[src/mcu_pkg.sv]
`default_nettype none

package mcu_pkg;

  localparam int addr_width = 16;

  typedef logic [addr_width-1:0] addr_t;
  typedef logic [15:0]           word_t;

  // i/o register map, word addresses
  localparam addr_t reg_timer_cnt = 16'h002;  // write loads, read gives count
  localparam addr_t reg_timer_ctl = 16'h004;  // [1] irq enable, [0] timeout
  localparam addr_t reg_uart_data = 16'h006;  // write sends low byte
  localparam addr_t reg_uart_ctl  = 16'h008;  // [2] tx_ready, [1] irq enable, [0] rx_ready

  // program loader
  localparam addr_t load_base     = 16'h300;  // first program word
  localparam word_t load_end_word = 16'h7fff; // terminates a load, never written

  // serial byte that arms the loader
  localparam logic [7:0] prog_esc = 8'h1b;

endpackage

`default_nettype wire

[src/uart_rx.sv]
`timescale 1ns/1ps
`default_nettype none

module uart_rx #(
  parameter int clks_per_bit = 8
) (
  input  logic       rst,
  input  logic       clk,
  input  logic       rx,
  input  logic       loading,
  output logic [7:0] rx_byte,
  output logic       rx_strobe,
  output logic       esc_strobe
);

  import mcu_pkg::*;

  localparam int half_bit  = clks_per_bit / 2;
  // mid of last data bit to just before the end of the stop bit
  localparam int stop_wait = clks_per_bit + half_bit - 3;
  localparam int cnt_w     = $clog2(2 * clks_per_bit);

  typedef enum logic [1:0] {
    s_idle,
    s_start,
    s_data,
    s_stop
  } state_t;

  state_t           state;
  logic [1:0]       sync;    // line synchronizer
  logic [cnt_w-1:0] cnt;
  logic [2:0]       bit_idx;
  logic [7:0]       shreg;
  logic             sample;  // mid-bit point of a data bit
  logic             done;
  logic             is_esc;

  assign sample  = (state == s_data) && (cnt == '0);
  assign done    = (state == s_stop) && (cnt == '0);
  assign is_esc  = !loading && (shreg == prog_esc);
  assign rx_byte = shreg;

  always_ff @(posedge rst or posedge clk) begin
    if (clk) begin
      sync       <= 2'b11;
      state      <= s_idle;
      cnt        <= '0;
      bit_idx    <= '0;
      rx_strobe  <= 1'b0;
      esc_strobe <= 1'b0;
    end else begin
      sync       <= {sync[0], rx};
      rx_strobe  <= done && !is_esc;
      esc_strobe <= done && is_esc;  // escape byte is swallowed here
      case (state)
        s_idle:
          if (!sync[1]) begin
            state <= s_start;
            cnt   <= cnt_w'(half_bit - 1);
          end
        s_start:
          if (cnt != '0) begin
            cnt <= cnt - 1'b1;
          end else if (!sync[1]) begin
            state   <= s_data;
            cnt     <= cnt_w'(clks_per_bit - 1);
            bit_idx <= '0;
          end else begin
            state <= s_idle;  // glitch, not a start bit
          end
        s_data:
          if (cnt != '0) begin
            cnt <= cnt - 1'b1;
          end else begin
            bit_idx <= bit_idx + 1'b1;
            if (bit_idx == 3'd7) begin
              state <= s_stop;
              cnt   <= cnt_w'(stop_wait - 1);
            end else begin
              cnt <= cnt_w'(clks_per_bit - 1);
            end
          end
        s_stop:
          if (cnt != '0)
            cnt <= cnt - 1'b1;
          else
            state <= s_idle;
        default:
          state <= s_idle;
      endcase
    end
  end

  // lsb first
  always_ff @(posedge rst) begin
    if (sample)
      shreg <= {sync[1], shreg[7:1]};
  end

endmodule

`default_nettype wire

[src/uart_tx.sv]
`timescale 1ns/1ps
`default_nettype none

module uart_tx #(
  parameter int clks_per_bit = 8
) (
  input  logic       rst,
  input  logic       clk,
  input  logic       wr,
  input  logic [7:0] tx_byte,
  output logic       tx,
  output logic       tx_ready
);

  localparam int cnt_w = (clks_per_bit > 1) ? $clog2(clks_per_bit) : 1;

  logic             busy;
  logic [cnt_w-1:0] cnt;
  logic [3:0]       nbits;  // bits already put on the line after start
  logic [8:0]       shreg;  // data bits then stop bit
  logic             start;
  logic             bit_end;
  logic             shift;

  assign start    = wr && !busy;  // writes while busy are dropped
  assign bit_end  = busy && (cnt == '0);
  assign shift    = bit_end && (nbits != 4'd9);
  assign tx_ready = !busy;

  always_ff @(posedge rst or posedge clk) begin
    if (clk) begin
      busy  <= 1'b0;
      tx    <= 1'b1;
      cnt   <= '0;
      nbits <= '0;
    end else if (start) begin
      busy  <= 1'b1;
      tx    <= 1'b0;  // start bit
      cnt   <= cnt_w'(clks_per_bit - 1);
      nbits <= '0;
    end else if (busy && cnt != '0) begin
      cnt <= cnt - 1'b1;
    end else if (shift) begin
      tx    <= shreg[0];
      nbits <= nbits + 1'b1;
      cnt   <= cnt_w'(clks_per_bit - 1);
    end else if (bit_end) begin
      busy <= 1'b0;  // stop bit finished
    end
  end

  always_ff @(posedge rst) begin
    if (start)
      shreg <= {1'b1, tx_byte};
    else if (shift)
      shreg <= {1'b1, shreg[8:1]};
  end

endmodule

`default_nettype wire

[src/cdtimer.sv]
`timescale 1ns/1ps
`default_nettype none

module cdtimer #(
  parameter int tick_clks = 1000
) (
  input  logic           rst,
  input  logic           clk,
  input  logic           core_rst,
  input  logic           load,
  input  mcu_pkg::word_t data,
  output mcu_pkg::word_t count,
  output logic           timeout
);

  localparam int pre_w = (tick_clks > 1) ? $clog2(tick_clks) : 1;

  logic [pre_w-1:0] pre;    // prescaler
  logic             tick;
  logic             armed;  // set by the first load

  assign tick    = (pre == pre_w'(tick_clks - 1));
  assign timeout = armed && (count == '0);

  always_ff @(posedge rst or posedge clk) begin
    if (clk) begin
      pre   <= '0;
      count <= '0;
      armed <= 1'b0;
    end else if (core_rst) begin
      pre   <= '0;
      count <= '0;
      armed <= 1'b0;
    end else if (load) begin
      pre   <= '0;  // restart the tick period on load
      count <= data;
      armed <= 1'b1;
    end else begin
      pre <= tick ? '0 : pre + 1'b1;
      if (tick && count != '0)
        count <= count - 1'b1;
    end
  end

endmodule

`default_nettype wire

[src/prog_loader.sv]
`timescale 1ns/1ps
`default_nettype none

module prog_loader (
  input  logic           rst,
  input  logic           clk,
  input  logic           esc_strobe,
  input  logic           rx_strobe,
  input  logic [7:0]     rx_byte,
  output logic           loading,
  output mcu_pkg::addr_t load_addr,
  output mcu_pkg::word_t load_wdata,
  output logic           load_wr
);

  import mcu_pkg::*;

  logic phase;    // high while waiting for the low byte
  logic word_v;   // word complete, one cycle
  logic take;
  logic end_word;

  assign take     = loading && rx_strobe;
  assign end_word = word_v && (load_wdata == load_end_word);
  assign load_wr  = word_v && !end_word;

  always_ff @(posedge rst or posedge clk) begin
    if (clk) begin
      loading   <= 1'b0;
      phase     <= 1'b0;
      word_v    <= 1'b0;
      load_addr <= load_base;
    end else begin
      word_v <= take && phase;
      if (!loading) begin
        phase     <= 1'b0;
        load_addr <= load_base;
        if (esc_strobe)
          loading <= 1'b1;
      end else begin
        if (take)
          phase <= !phase;
        if (end_word)
          loading <= 1'b0;  // releases the core next cycle
        else if (load_wr)
          load_addr <= load_addr + addr_t'(2);
      end
    end
  end

  // high byte arrives first
  always_ff @(posedge rst) begin
    if (take)
      load_wdata <= {load_wdata[7:0], rx_byte};
  end

endmodule

`default_nettype wire

[src/io_regs.sv]
`timescale 1ns/1ps
`default_nettype none

module io_regs (
  input  logic           rst,
  input  logic           clk,
  input  mcu_pkg::addr_t cpu_addr,
  input  logic           cpu_rd,
  input  logic           cpu_wr,
  input  logic           cpu_byt,
  input  mcu_pkg::word_t cpu_wdata,
  output mcu_pkg::word_t cpu_rdata,
  input  logic           loading,
  input  mcu_pkg::addr_t load_addr,
  input  mcu_pkg::word_t load_wdata,
  input  logic           load_wr,
  output mcu_pkg::addr_t mem_addr,
  output logic           mem_wr,
  output logic           mem_byt,
  output mcu_pkg::word_t mem_wdata,
  input  mcu_pkg::word_t mem_rdata,
  input  mcu_pkg::word_t timer_count,
  input  logic           timeout,
  output logic           timer_load,
  input  logic [7:0]     rx_byte,
  input  logic           rx_strobe,
  output logic           tx_wr,
  input  logic           tx_ready,
  output logic           irq,
  output logic           core_rst
);

  import mcu_pkg::*;

  logic       rd_en;
  logic       wr_en;
  logic       is_reg;
  addr_t      addr_q;    // read address of the previous cycle
  logic       timer_ie;
  logic       uart_ie;
  logic       rx_ready;
  logic [7:0] rx_data;   // last received byte

  // cpu is held in reset while loading
  assign rd_en  = cpu_rd && !loading;
  assign wr_en  = cpu_wr && !loading;
  assign is_reg = cpu_addr inside {reg_timer_cnt, reg_timer_ctl, reg_uart_data, reg_uart_ctl};

  assign timer_load = wr_en && (cpu_addr == reg_timer_cnt);
  assign tx_wr      = wr_en && (cpu_addr == reg_uart_data);

  // memory bus, loader takes over while active
  assign mem_addr  = loading ? load_addr : cpu_addr;
  assign mem_wr    = loading ? load_wr : (wr_en && !is_reg);
  assign mem_byt   = loading ? 1'b0 : cpu_byt;
  assign mem_wdata = loading ? load_wdata : cpu_wdata;

  assign core_rst = loading;
  assign irq      = (timeout && timer_ie) || (rx_ready && uart_ie);

  always_ff @(posedge rst or posedge clk) begin
    if (clk) begin
      addr_q   <= '0;
      timer_ie <= 1'b0;
      uart_ie  <= 1'b0;
      rx_ready <= 1'b0;
    end else begin
      addr_q <= cpu_addr;
      if (loading) begin
        timer_ie <= 1'b0;
        uart_ie  <= 1'b0;
        rx_ready <= 1'b0;
      end else begin
        if (wr_en && cpu_addr == reg_timer_ctl)
          timer_ie <= cpu_wdata[1];
        if (wr_en && cpu_addr == reg_uart_ctl)
          uart_ie <= cpu_wdata[1];
        if (rx_strobe)
          rx_ready <= 1'b1;  // new byte wins over a clear
        else if (rd_en && cpu_addr == reg_uart_data)
          rx_ready <= 1'b0;
        else if (wr_en && cpu_addr == reg_uart_ctl)
          rx_ready <= cpu_wdata[0];
      end
    end
  end

  always_ff @(posedge rst) begin
    if (rx_strobe && !loading)
      rx_data <= rx_byte;
  end

  always_comb begin
    case (addr_q)
      reg_timer_cnt: cpu_rdata = timer_count;
      reg_timer_ctl: cpu_rdata = {14'd0, timer_ie, timeout};
      reg_uart_data: cpu_rdata = {8'd0, rx_data};
      reg_uart_ctl:  cpu_rdata = {13'd0, tx_ready, uart_ie, rx_ready};
      default:       cpu_rdata = mem_rdata;  // memory answers in this cycle
    endcase
  end

endmodule

`default_nettype wire

[src/mcu_io.sv]
`timescale 1ns/1ps
`default_nettype none

module mcu_io #(
  parameter int CLOCK_HZ        = 27_000_000,
  parameter int UART_BAUD       = 115_200,
  parameter int TIMER_TICK_CLKS = CLOCK_HZ / 1000
) (
  input  logic           rst,          // clock
  input  logic           clk,          // async reset, active high
  input  mcu_pkg::addr_t cpu_addr,
  input  logic           cpu_rd,
  input  logic           cpu_wr,
  input  logic           cpu_byt,
  input  mcu_pkg::word_t cpu_wdata,
  output mcu_pkg::word_t cpu_rdata,
  output logic           irq,
  output logic           core_rst,
  output mcu_pkg::addr_t mem_addr,
  output logic           mem_wr,
  output logic           mem_byt,
  output mcu_pkg::word_t mem_wdata,
  input  mcu_pkg::word_t mem_rdata,
  input  logic           uart_rx_line,
  output logic           uart_tx_line
);

  import mcu_pkg::*;

  localparam int clks_per_bit = CLOCK_HZ / UART_BAUD;

  logic [7:0] rx_byte;
  logic       rx_strobe;
  logic       esc_strobe;
  logic       loading;
  addr_t      load_addr;
  word_t      load_wdata;
  logic       load_wr;
  logic       tx_wr;
  logic       tx_ready;
  logic       timer_load;
  word_t      timer_count;
  logic       timeout;

  uart_rx #(.clks_per_bit(clks_per_bit)) rx0 (
    .rst(rst), .clk(clk), .rx(uart_rx_line), .loading(loading),
    .rx_byte(rx_byte), .rx_strobe(rx_strobe), .esc_strobe(esc_strobe)
  );

  uart_tx #(.clks_per_bit(clks_per_bit)) tx0 (
    .rst(rst), .clk(clk), .wr(tx_wr), .tx_byte(cpu_wdata[7:0]),
    .tx(uart_tx_line), .tx_ready(tx_ready)
  );

  cdtimer #(.tick_clks(TIMER_TICK_CLKS)) timer0 (
    .rst(rst), .clk(clk), .core_rst(core_rst), .load(timer_load),
    .data(cpu_wdata), .count(timer_count), .timeout(timeout)
  );

  prog_loader loader0 (
    .rst(rst), .clk(clk), .esc_strobe(esc_strobe), .rx_strobe(rx_strobe),
    .rx_byte(rx_byte), .loading(loading), .load_addr(load_addr),
    .load_wdata(load_wdata), .load_wr(load_wr)
  );

  io_regs regs0 (
    .rst(rst), .clk(clk),
    .cpu_addr(cpu_addr), .cpu_rd(cpu_rd), .cpu_wr(cpu_wr), .cpu_byt(cpu_byt),
    .cpu_wdata(cpu_wdata), .cpu_rdata(cpu_rdata),
    .loading(loading), .load_addr(load_addr), .load_wdata(load_wdata), .load_wr(load_wr),
    .mem_addr(mem_addr), .mem_wr(mem_wr), .mem_byt(mem_byt), .mem_wdata(mem_wdata),
    .mem_rdata(mem_rdata),
    .timer_count(timer_count), .timeout(timeout), .timer_load(timer_load),
    .rx_byte(rx_byte), .rx_strobe(rx_strobe), .tx_wr(tx_wr), .tx_ready(tx_ready),
    .irq(irq), .core_rst(core_rst)
  );

endmodule

`default_nettype wire

[config.mk]
export PLATFORM = sky130hd
export DESIGN_NAME = mcu_io
export DESIGN_NICKNAME = d
export VERILOG_FILES = /design/src/mcu_pkg.sv /design/src/uart_rx.sv /design/src/uart_tx.sv /design/src/cdtimer.sv /design/src/prog_loader.sv /design/src/io_regs.sv /design/src/mcu_io.sv
export SDC_FILE = /design/constraint.sdc
export NUM_CORES = 1
export LEC_CHECK = 0
export BUFFER_PORTS_ARGS = -buffer_cell sky130_fd_sc_hd__buf_2
export CAP_MARGIN = 20
export CORE_ASPECT_RATIO = 1.25
export CORE_MARGIN = 5
export CORE_UTILIZATION = 52
export CTS_CLUSTER_SIZE = 10
export DETAILED_ROUTE_END_ITERATION = 8
export PLACE_DENSITY = 0.76
export SETUP_SLACK_MARGIN = 0.4
export SLEW_MARGIN = 20
export SYNTH_ARGS = -nofsm -noshare
export SYNTH_HDL_FRONTEND = slang
export SYNTH_SLANG_ARGS = --single-unit
export TNS_END_PERCENT = 5
[constraint.sdc]
create_clock -name rst -period 3.54 [get_ports rst]
set_input_delay 0.708 -clock rst [delete_from_list [all_inputs] [get_ports rst]]
set_output_delay 0.708 -clock rst [all_outputs]
set_load 0.02 [all_outputs]
# Word level (Yosys, flattened, before mapping)
# Cells that the tools add are included.
[op_classes] addsub=7 mul=0 div=0 order_cmp=0 eq_ne=29 n_shift=0 n_mux=62 bitwise=0 reduce_logical=56
[op_table] cell="$mux 16" count=8
[op_table] cell="$eq 16x3->1 const B" count=4
[op_table] cell="$pmux 16 s4" count=1
[op_table] cell="$mux 9" count=6
[op_table] cell="$mux 15" count=3
[op_table] cell="$mux 8" count=5
[op_table] cell="$pmux 9 s4" count=1
[op_table] cell="$eq 16x2->1 const B" count=2
[op_table] cell="$eq 16x4->1 const B" count=2
[op_table] cell="$logic_and 1x1->1" count=26
[op_table] cell="$mux 1" count=24
[op_table] cell="$ne 2x2->1 const B" count=9
[op_table] cell="$add 16x2->16 const B" count=1
[op_table] cell="$eq 16x15->1 const B" count=1
[op_table] cell="$logic_not 16->1" count=1
[op_table] cell="$reduce_bool 16->1" count=1
[op_table] cell="$sub 16x1->16 const B" count=1
[op_table] cell="$add 15x1->15 const B" count=1
[op_table] cell="$eq 15x15->1 const B" count=1
[op_table] cell="$mux 2" count=6
[op_table] cell="$mux 4" count=3
[op_table] cell="$reduce_bool 2->1" count=6
[op_table] cell="$logic_not 9->1" count=1
[op_table] cell="$mux 3" count=3
[op_table] cell="other kinds (25)" count=37
[totals] reg_bits=142 latchBits=0 ramBits=0 rom_bits=0 wordCells=179 memories=0

# Longest topological paths before layout
# Gate-level depths: netlist of the first run.
[logic_depth] ltp_word=7 ltp_mapped=8

# By module
# From an unflattened synthesis of the first run, not the netlist that was laid out.
[unflattened] cells_unflattened=717 hier_area_um2=7608.5
[by_module_without_submodules] module="cdtimer" instances=1 cells_each=192 area_each_um2=1851.8 seq_area_each_um2=800.8
[by_module_without_submodules] module="io_regs" instances=1 cells_each=149 area_each_um2=1704.1 seq_area_each_um2=715.7
[by_module_without_submodules] module="prog_loader" instances=1 cells_each=122 area_each_um2=1466.4 seq_area_each_um2=933.4
[by_module_without_submodules] module="uart_rx" instances=1 cells_each=132 area_each_um2=1413.9 seq_area_each_um2=693.2
[by_module_without_submodules] module="uart_tx" instances=1 cells_each=122 area_each_um2=1172.4 seq_area_each_um2=591.8

# Worst setup path before layout of the first run
# OpenSTA, ideal clock, no wires.
[synth_path] kind="reg-to-output" startpoint="register regs0.addr_q[9]" endpoint="output port cpu_rdata[10]" arrival_time_ns=1.914 required_ns=2.832 setup_slack_ns=0.918 stages_incl_launch_ff=7 n_path_buf=1 cell_sequence="dfrtp_1 -> nor4_1 -> nand4_1 -> or3b_2 -> clkbuf_1 -> nor2_1 -> a22o_1"
[synth_via] elab_chain_cells=2 word_cells_on_any_way=5
[synth_rtl] item="start: declaration" line_no="io_regs.sv:38" source="addr_t addr_q;"
[synth_rtl] item="start signal: assignment" line_no="io_regs.sv:68" source="addr_q <= cpu_addr;"
[synth_rtl] item="$eq 16x4->1 (tied with other cells)" line_no="io_regs.sv:94" source="case (addr_q)"
[synth_rtl] item="$pmux 16 s4 (*)" line_no="io_regs.sv:94"
[synth_rtl] item="end: declaration" line_no="mcu_io.sv:16" source="output mcu_pkg::word_t cpu_rdata,"
# Every way passes the cells marked *; elsewhere a longest branch is shown, timed or not.

# Worst setup path in the final report of the first run
[layout_path] startpoint="register timer0.count[5]" endpoint="output port cpu_rdata[0]"
[layout_via] elab_chain_cells=3
[layout_rtl] item="start: declaration" line_no="cdtimer.sv:12" source="output mcu_pkg::word_t count,"
[layout_rtl] item="start signal: assignment" line_no="cdtimer.sv:36" source="count <= data;"
[layout_rtl] item="start signal: assignment" line_no="cdtimer.sv:41" source="count <= count - 1'b1;"
[layout_rtl] item="$logic_not 16->1" line_no="cdtimer.sv:23" source="assign timeout = armed && (count == '0);"
[layout_rtl] item="$logic_and 1x1->1" line_no="cdtimer.sv:23"
[layout_rtl] item="$pmux 16 s4" line_no="io_regs.sv:94"
# No other way between the ends.

==> results of run 1 <==
power breakdown:
group          internal, µW  total (µW)  leakage (µW)  switching (µW)
Combinational          90.8         227       0.00167             136
Clock                  1130        1810      0.000293             674
Sequential             1700        1740       0.00157            39.5
Total                  2920        3770       0.00354             849
synthesized netlist by cell type, types with 7 or more instances:
library cell / count / area (µm²)
xnor2_1: 21 / 183.9
clkbuf_1: 25 / 93.84
a22o_1: 11 / 96.34
mux2i_1: 15 / 150.1
o21ai_0: 27 / 135.1
nand4_1: 20 / 125.1
a211oi_1: 15 / 112.6
dfrtp_1: 96 / 2402
or3_1: 7 / 43.79
nand2_1: 52 / 195.2
xor2_1: 21 / 183.9
nor4_1: 13 / 81.33
nor2_1: 75 / 281.5
nor3_1: 19 / 95.09
edfxtp_1: 40 / 1201
a21oi_1: 21 / 105.1
ha_1: 11 / 137.6
o211ai_1: 10 / 75.07
inv_1: 23 / 86.33
nand3_1: 19 / 95.09
and2_1: 11 / 68.82
mux2_2: 36 / 405.4
stage by stage:
| step | hold slack, ps | cells | utilization [%] |
|---|---|---|---|
| 2_1_floorplan | 345.2 | 697 | - |
| 4_1_cts | 358.9 | 988 | 62.86 |
| 3_5_place_dp | 350.0 | 956 | 58.30 |
| 3_3_place_gp | 346.9 | 956 | 58.30 |
| 5_1_grt | 360.8 | 995 | 63.37 |
| 6_report | 360.8 | 995 | 63.37 |
path summary, 6_finish.rpt:
check                      slack [ps]              end  cells past startpoint            start
min in group asynchronous         480  regs0.addr_q[6]                      2              clk
setup / recovery                  430     cpu_rdata[0]                      6  timer0.count[5]
hold reg to reg                   360      rx0.sync[1]                      0      rx0.sync[0]
setup reg to reg                 1170  timer0.count[7]                      7  timer0.count[5]
max in group asynchronous        2270  timer0.count[6]                      3              clk
hold / removal                    360      rx0.sync[1]                      0      rx0.sync[0]
per-layer routing:
metal  GRT usage (%)  wire length [µm]  up-vias  share of wire (%)
met1           28.18              7409     2923                 39
met3           6.316              1108       36                5.8
li1                -                 -     2794                  -
met2           40.74              9948      199                 52
met5               0                 0        -                  0
met4           9.407               507        0                2.7
logic make-up (layout without fill, tap and decap cells):
group | after synthesis | in the layout | synth area share [%]
and+or+nand+nor | 270 | 270 | 19.42
DFF | 141 | 141 | 50.94
AOI/OAI and AO/OA | 128 | 128 | 12.27
buffers and inverters | 54 | 177 | 2.901
muxes | 51 | 51 | 7.577
xor gates and xnor gates | 42 | 42 | 5.017
adders and majority gates | 11 | 11 | 1.877
critical path, cell delays in order (launching register included):
cell      delay, ps
dfrtp_1         400
or4_4           560
or3_4           440
nor2_4          140
a32oi_1         110
o211ai_1        140
buf_4           190
repair_timing:
action,CTS,global route
pin swaps,1,4
setup endpoints to repair,15,15
gates resized for setup,7,5
buffers inserted,0,7
gates cloned,0,0
registers in the layout, indices dropped and copies added (netlist names), 4 cells and up:
| signal | flops |
|---|---|
| rx0.cnt | 9 |
| timer0.count | 16 |
| timer0.pre | 15 |
| regs0.rx_data | 8 |
| loader0.load_addr | 15 |
| tx0.cnt | 8 |
| tx0.shreg | 8 |
| loader0.load_wdata | 16 |
| tx0.nbits | 4 |
| regs0.addr_q | 16 |
| rx0.rx_byte | 8 |
final cells by class:
type                    instances  area (µm²)
clock buffers                  22       496.7
clock inverters                10       108.9
fillers                      1114        5060
inverters                      23       90.09
multi-input cells             502        3422
flip-flops and latches        141        3739
well taps                     175       219.0
repair buffers                122       678.2
==> results.yml, run 1 <==
clock_tree:
  cts_max_level: 4
  clock-sinks: 141
  cts_buffers: 17
  clk_path_buf_depth: 2
  cts_tree: "yes"
  clockRootBuffer: "clkbuf_16"
  cts.clk_slew.worst_paths_ps: 60
  insertion_delay_ps: 420
  cts_hold_buf: 0
detailed_routing:
  ant_nets: 0
  firstDrtPassIters: 5
  drc: 0
  drt_iter0_markers: 458
  avgViaCountPerCell: 5.982
  wire_per_inst_um: 19.07
  wl_um: 18970
  vias: 5952
timing:
  setup-violations-final: 0
  hold_viol: 0
  finalClockSkew_ps: 9.963
  slew-limit-headroom_pct: 39.45
  fmaxAchievable_mhz: 322.0
  rsz0062_at_grt: "true"
  worstMarginPinSlew_ps: 906.3
  post-route-period-util_pct: 87.73
  tns_ps: 0
  drv_slew: 0
  final.setup.worst_slack_ps: 434.3
  fin_crit_ps: 3106
global_route:
  grt_max_degree: 58
  grt_use_total_pct: 23.71
  gr-total-overflow: 0
  grt_pass1_vias: 5998
  grt_pass1_wl_um: 30460
  antenna_found_initial: 0
place:
  gp_congestion: 0.9263
  place_area_um2: 8053
  io_buffer_count: 106
  dp_hpwl_um: 13690
  dpl_worst_slack_ps: 489.5
setup_path:
  setup.worst_path.end_class: "output pin"
  critPathLaunchType: "register"
  required_ps: 2830
  critPathKind: "register to output pin"
  cp.arrival_ps: 2400
  path_max_fanout: 6
yosys:
  ys_ff_latch: 141
  synthesis.instances: 697
  synth_edf_count: 40
  avgSynthCellArea_um2: 10.52
  syn-num-nets: 762
  synthArstFlopShare_pct: 71.63
  netlist_area_um2: 7332
  yosysWarningCount: 0
  synth_cell_types: 71
  ys_seq_area_share_pct: 50.94
  synth_ff_type: "dfrtp_1"
floorplan:
  fp.dieW_um: 116.2
  start_util_pct: 53.08
  dieArea_um2: 16590
  row_count: 48
  io_pins: 107
  coreArea_um2: 13810
  die_h_um: 142.8
finish:
  area_growth_pct: 19.39
  design_area_um2: 8753
  final_cell_mix: "105 x buf_2, 93 x dfrtp_1, 72 x nor2_1"
  final_common_cell: "buf_2"
  diodes: 0
  nets: 872
  layout-drive-gt1-share_pct: 26.59
run:
  max_cap_viol_count: 0
power:
  p_leak_uw: 0.003535
  powerDensity_nw_per_um2: 431.0
  p_total_uw: 3773
  ir_worst_vdd_mv: 0.2632
outcome:
  outcome: "finished, final reports clean"
min_path:
  hp-class: "register to register"
No activity file was read; power rests on OpenSTA's default activity.
==> run 2, diff against run 1 <==
Settings changed: RECOVER_POWER set to 25.
==> run 2 against run 1 <==
Against the previous run: the run now ends with capacitance limit, slew limit left; first-iteration DRC count decreased by 9.0%; cell area decreased by 0.26%; register-to-register slack about the same; sequential power about the same; die area unchanged.
==> results.yml, run 2 (synthesis gave the netlist of run 1 again) <==
timing:
  rsz0062_at_grt: "true"
  post-route-period-util_pct: 87.63
  fin_crit_ps: 3102
  drv_slew: 41
  tns_ps: 0
  fmaxAchievable_mhz: 322.4
  slew-limit-headroom_pct: -22.99
  finalClockSkew_ps: 9.784
  worstMarginPinSlew_ps: 1835
  setup-violations-final: 0
  hold_viol: 0
clock_tree:
  cts_buffers: 17
  clock-sinks: 141
  clk_path_buf_depth: 2
  cts_max_level: 4
  cts.clk_slew.worst_paths_ps: 60
  cts_tree: "yes"
  clockRootBuffer: "clkbuf_16"
  insertion_delay_ps: 420
place:
  io_buffer_count: 106
  gp_congestion: 0.9263
  dp_hpwl_um: 13690
  place_area_um2: 8053
  place_inst: 956
detailed_routing:
  wl_um: 18970
  ant_nets: 0
  firstDrtPassIters: 7
  avgViaCountPerCell: 5.974
  wire_per_inst_um: 19.07
  vias: 5944
  drc: 0
  drt_iter0_markers: 417
floorplan:
  dieArea_um2: 16590
  start_util_pct: 53.08
  die_h_um: 142.8
  coreArea_um2: 13810
  row_count: 48
  fp.dieW_um: 116.2
  io_pins: 107
power:
  powerDensity_nw_per_um2: 432.0
  ir_worst_vdd_mv: 0.2625
  p_leak_uw: 0.003491
  p_total_uw: 3772
finish:
  top_regs: "loader0.load_wdata x16, regs0.addr_q x16, timer0.count x16"
  nets: 872
  final_common_cell: "dfrtp_1"
  fin_util_pct: 63.21
  final_cell_mix: "93 x dfrtp_1, 89 x buf_2, 72 x nor2_1"
  fillers: 1127
  layout-drive-gt1-share_pct: 24.51
  area_growth_pct: 19.08
  diodes: 0
  design_area_um2: 8731
  stdcell_count: 995
setup_path:
  cp.arrival_ps: 2390
  path_max_fanout: 6
  critPathLaunchType: "register"
  required_ps: 2830
  critPathKind: "register to output pin"
  r2r_slack_ps: 1170
  setup.worst_path.end_class: "output pin"
global_route:
  gr-total-overflow: 0
  grt_max_degree: 58
  antenna_found_initial: 0
  grt_pass1_vias: 5998
  grt_pass1_wl_um: 30460
  grt_use_total_pct: 23.71
min_path:
  hp-class: "register to register"
run:
  max_cap_viol_count: 1
outcome:
  violations: "capacitance limit, slew limit"
  outcome: "finished, violations left"
==> run 2: cell types whose count changed in the layout (fill, tap and decap cells not counted) <==
| cell | previous run | this run |
|---|---|---|
| dfstp_1 | 0 | 1 |
| buf_2 | 105 | 89 |
| clkbuf_1 | 2 | 18 |
| clkinvlp_4 | 4 | 3 |
| dfstp_2 | 5 | 4 |
| clkinvlp_2 | 0 | 1 |
==> run 2: critical path: stages (launching register included) <==
cell	delay (ps)
dfrtp_1	410
or4_4	560
or3_4	440
nor2_4	150
a32oi_1	110
o211ai_1	130
buf_4	190
==> run 2: power breakdown <==
group	total (µW)	internal, µW	leakage, µW	switching, µW
clock	1810	1140	0.000293	676
combinational	224	88.2	0.00163	136
sequential	1740	1700	0.00157	39.4
total	3770	2920	0.00349	851
==> run 2: routing by layer <==
metal	up-vias	wire length (µm)	global-route usage, %
met4	0	572	9.407
li1	2793	-	-
met1	2899	7378	28.18
met5	-	0	0
met3	44	1182	6.316
met2	208	9839	40.74
==> run 2: layout make-up <==
type	count	area (µm²)	area share [%]
sequential	141	3739	42.82
multi-input combinational	502	3422	39.19
timing repair buffer	122	658.1	7.538
clock buffer	22	496.7	5.689
tap	175	219.0	2.508
clock inverter	10	108.9	1.247
inverter	23	87.58	1.003
==> run 2: path summary, 6_finish.rpt <==
kind,start,endpoint,cells past startpoint
setup / recovery,timer0.count[5],cpu_rdata[0],6
hold / removal,rx0.sync[0],rx0.sync[1],0
setup reg to reg,timer0.count[5],timer0.count[7],7
hold reg to reg,rx0.sync[0],rx0.sync[1],0
max in group asynchronous,clk,timer0.count[6],3
min in group asynchronous,clk,tx0.cnt[2],2
==> run 2: what timing repair did <==
action / CTS / global route
hold endpoints to repair: 0 / 0
pin swaps: 1 / 4
cloned: 0 / 0
hold buffers: 0 / 0
setup endpoints to repair: 15 / 15
gates resized for setup: 7 / 5
setup buffers: 0 / 7
==> run 2: through the flow <==
stage | setup slack (ps) | hold slack (ps)
2_1_floorplan | 918.2 | 345.2
6_report | 437.9 | 366.2
3_5_place_dp | 489.5 | 350.0
3_3_place_gp | 635.5 | 346.9
4_1_cts | 395.3 | 358.9
5_1_grt | 390.0 | 366.1
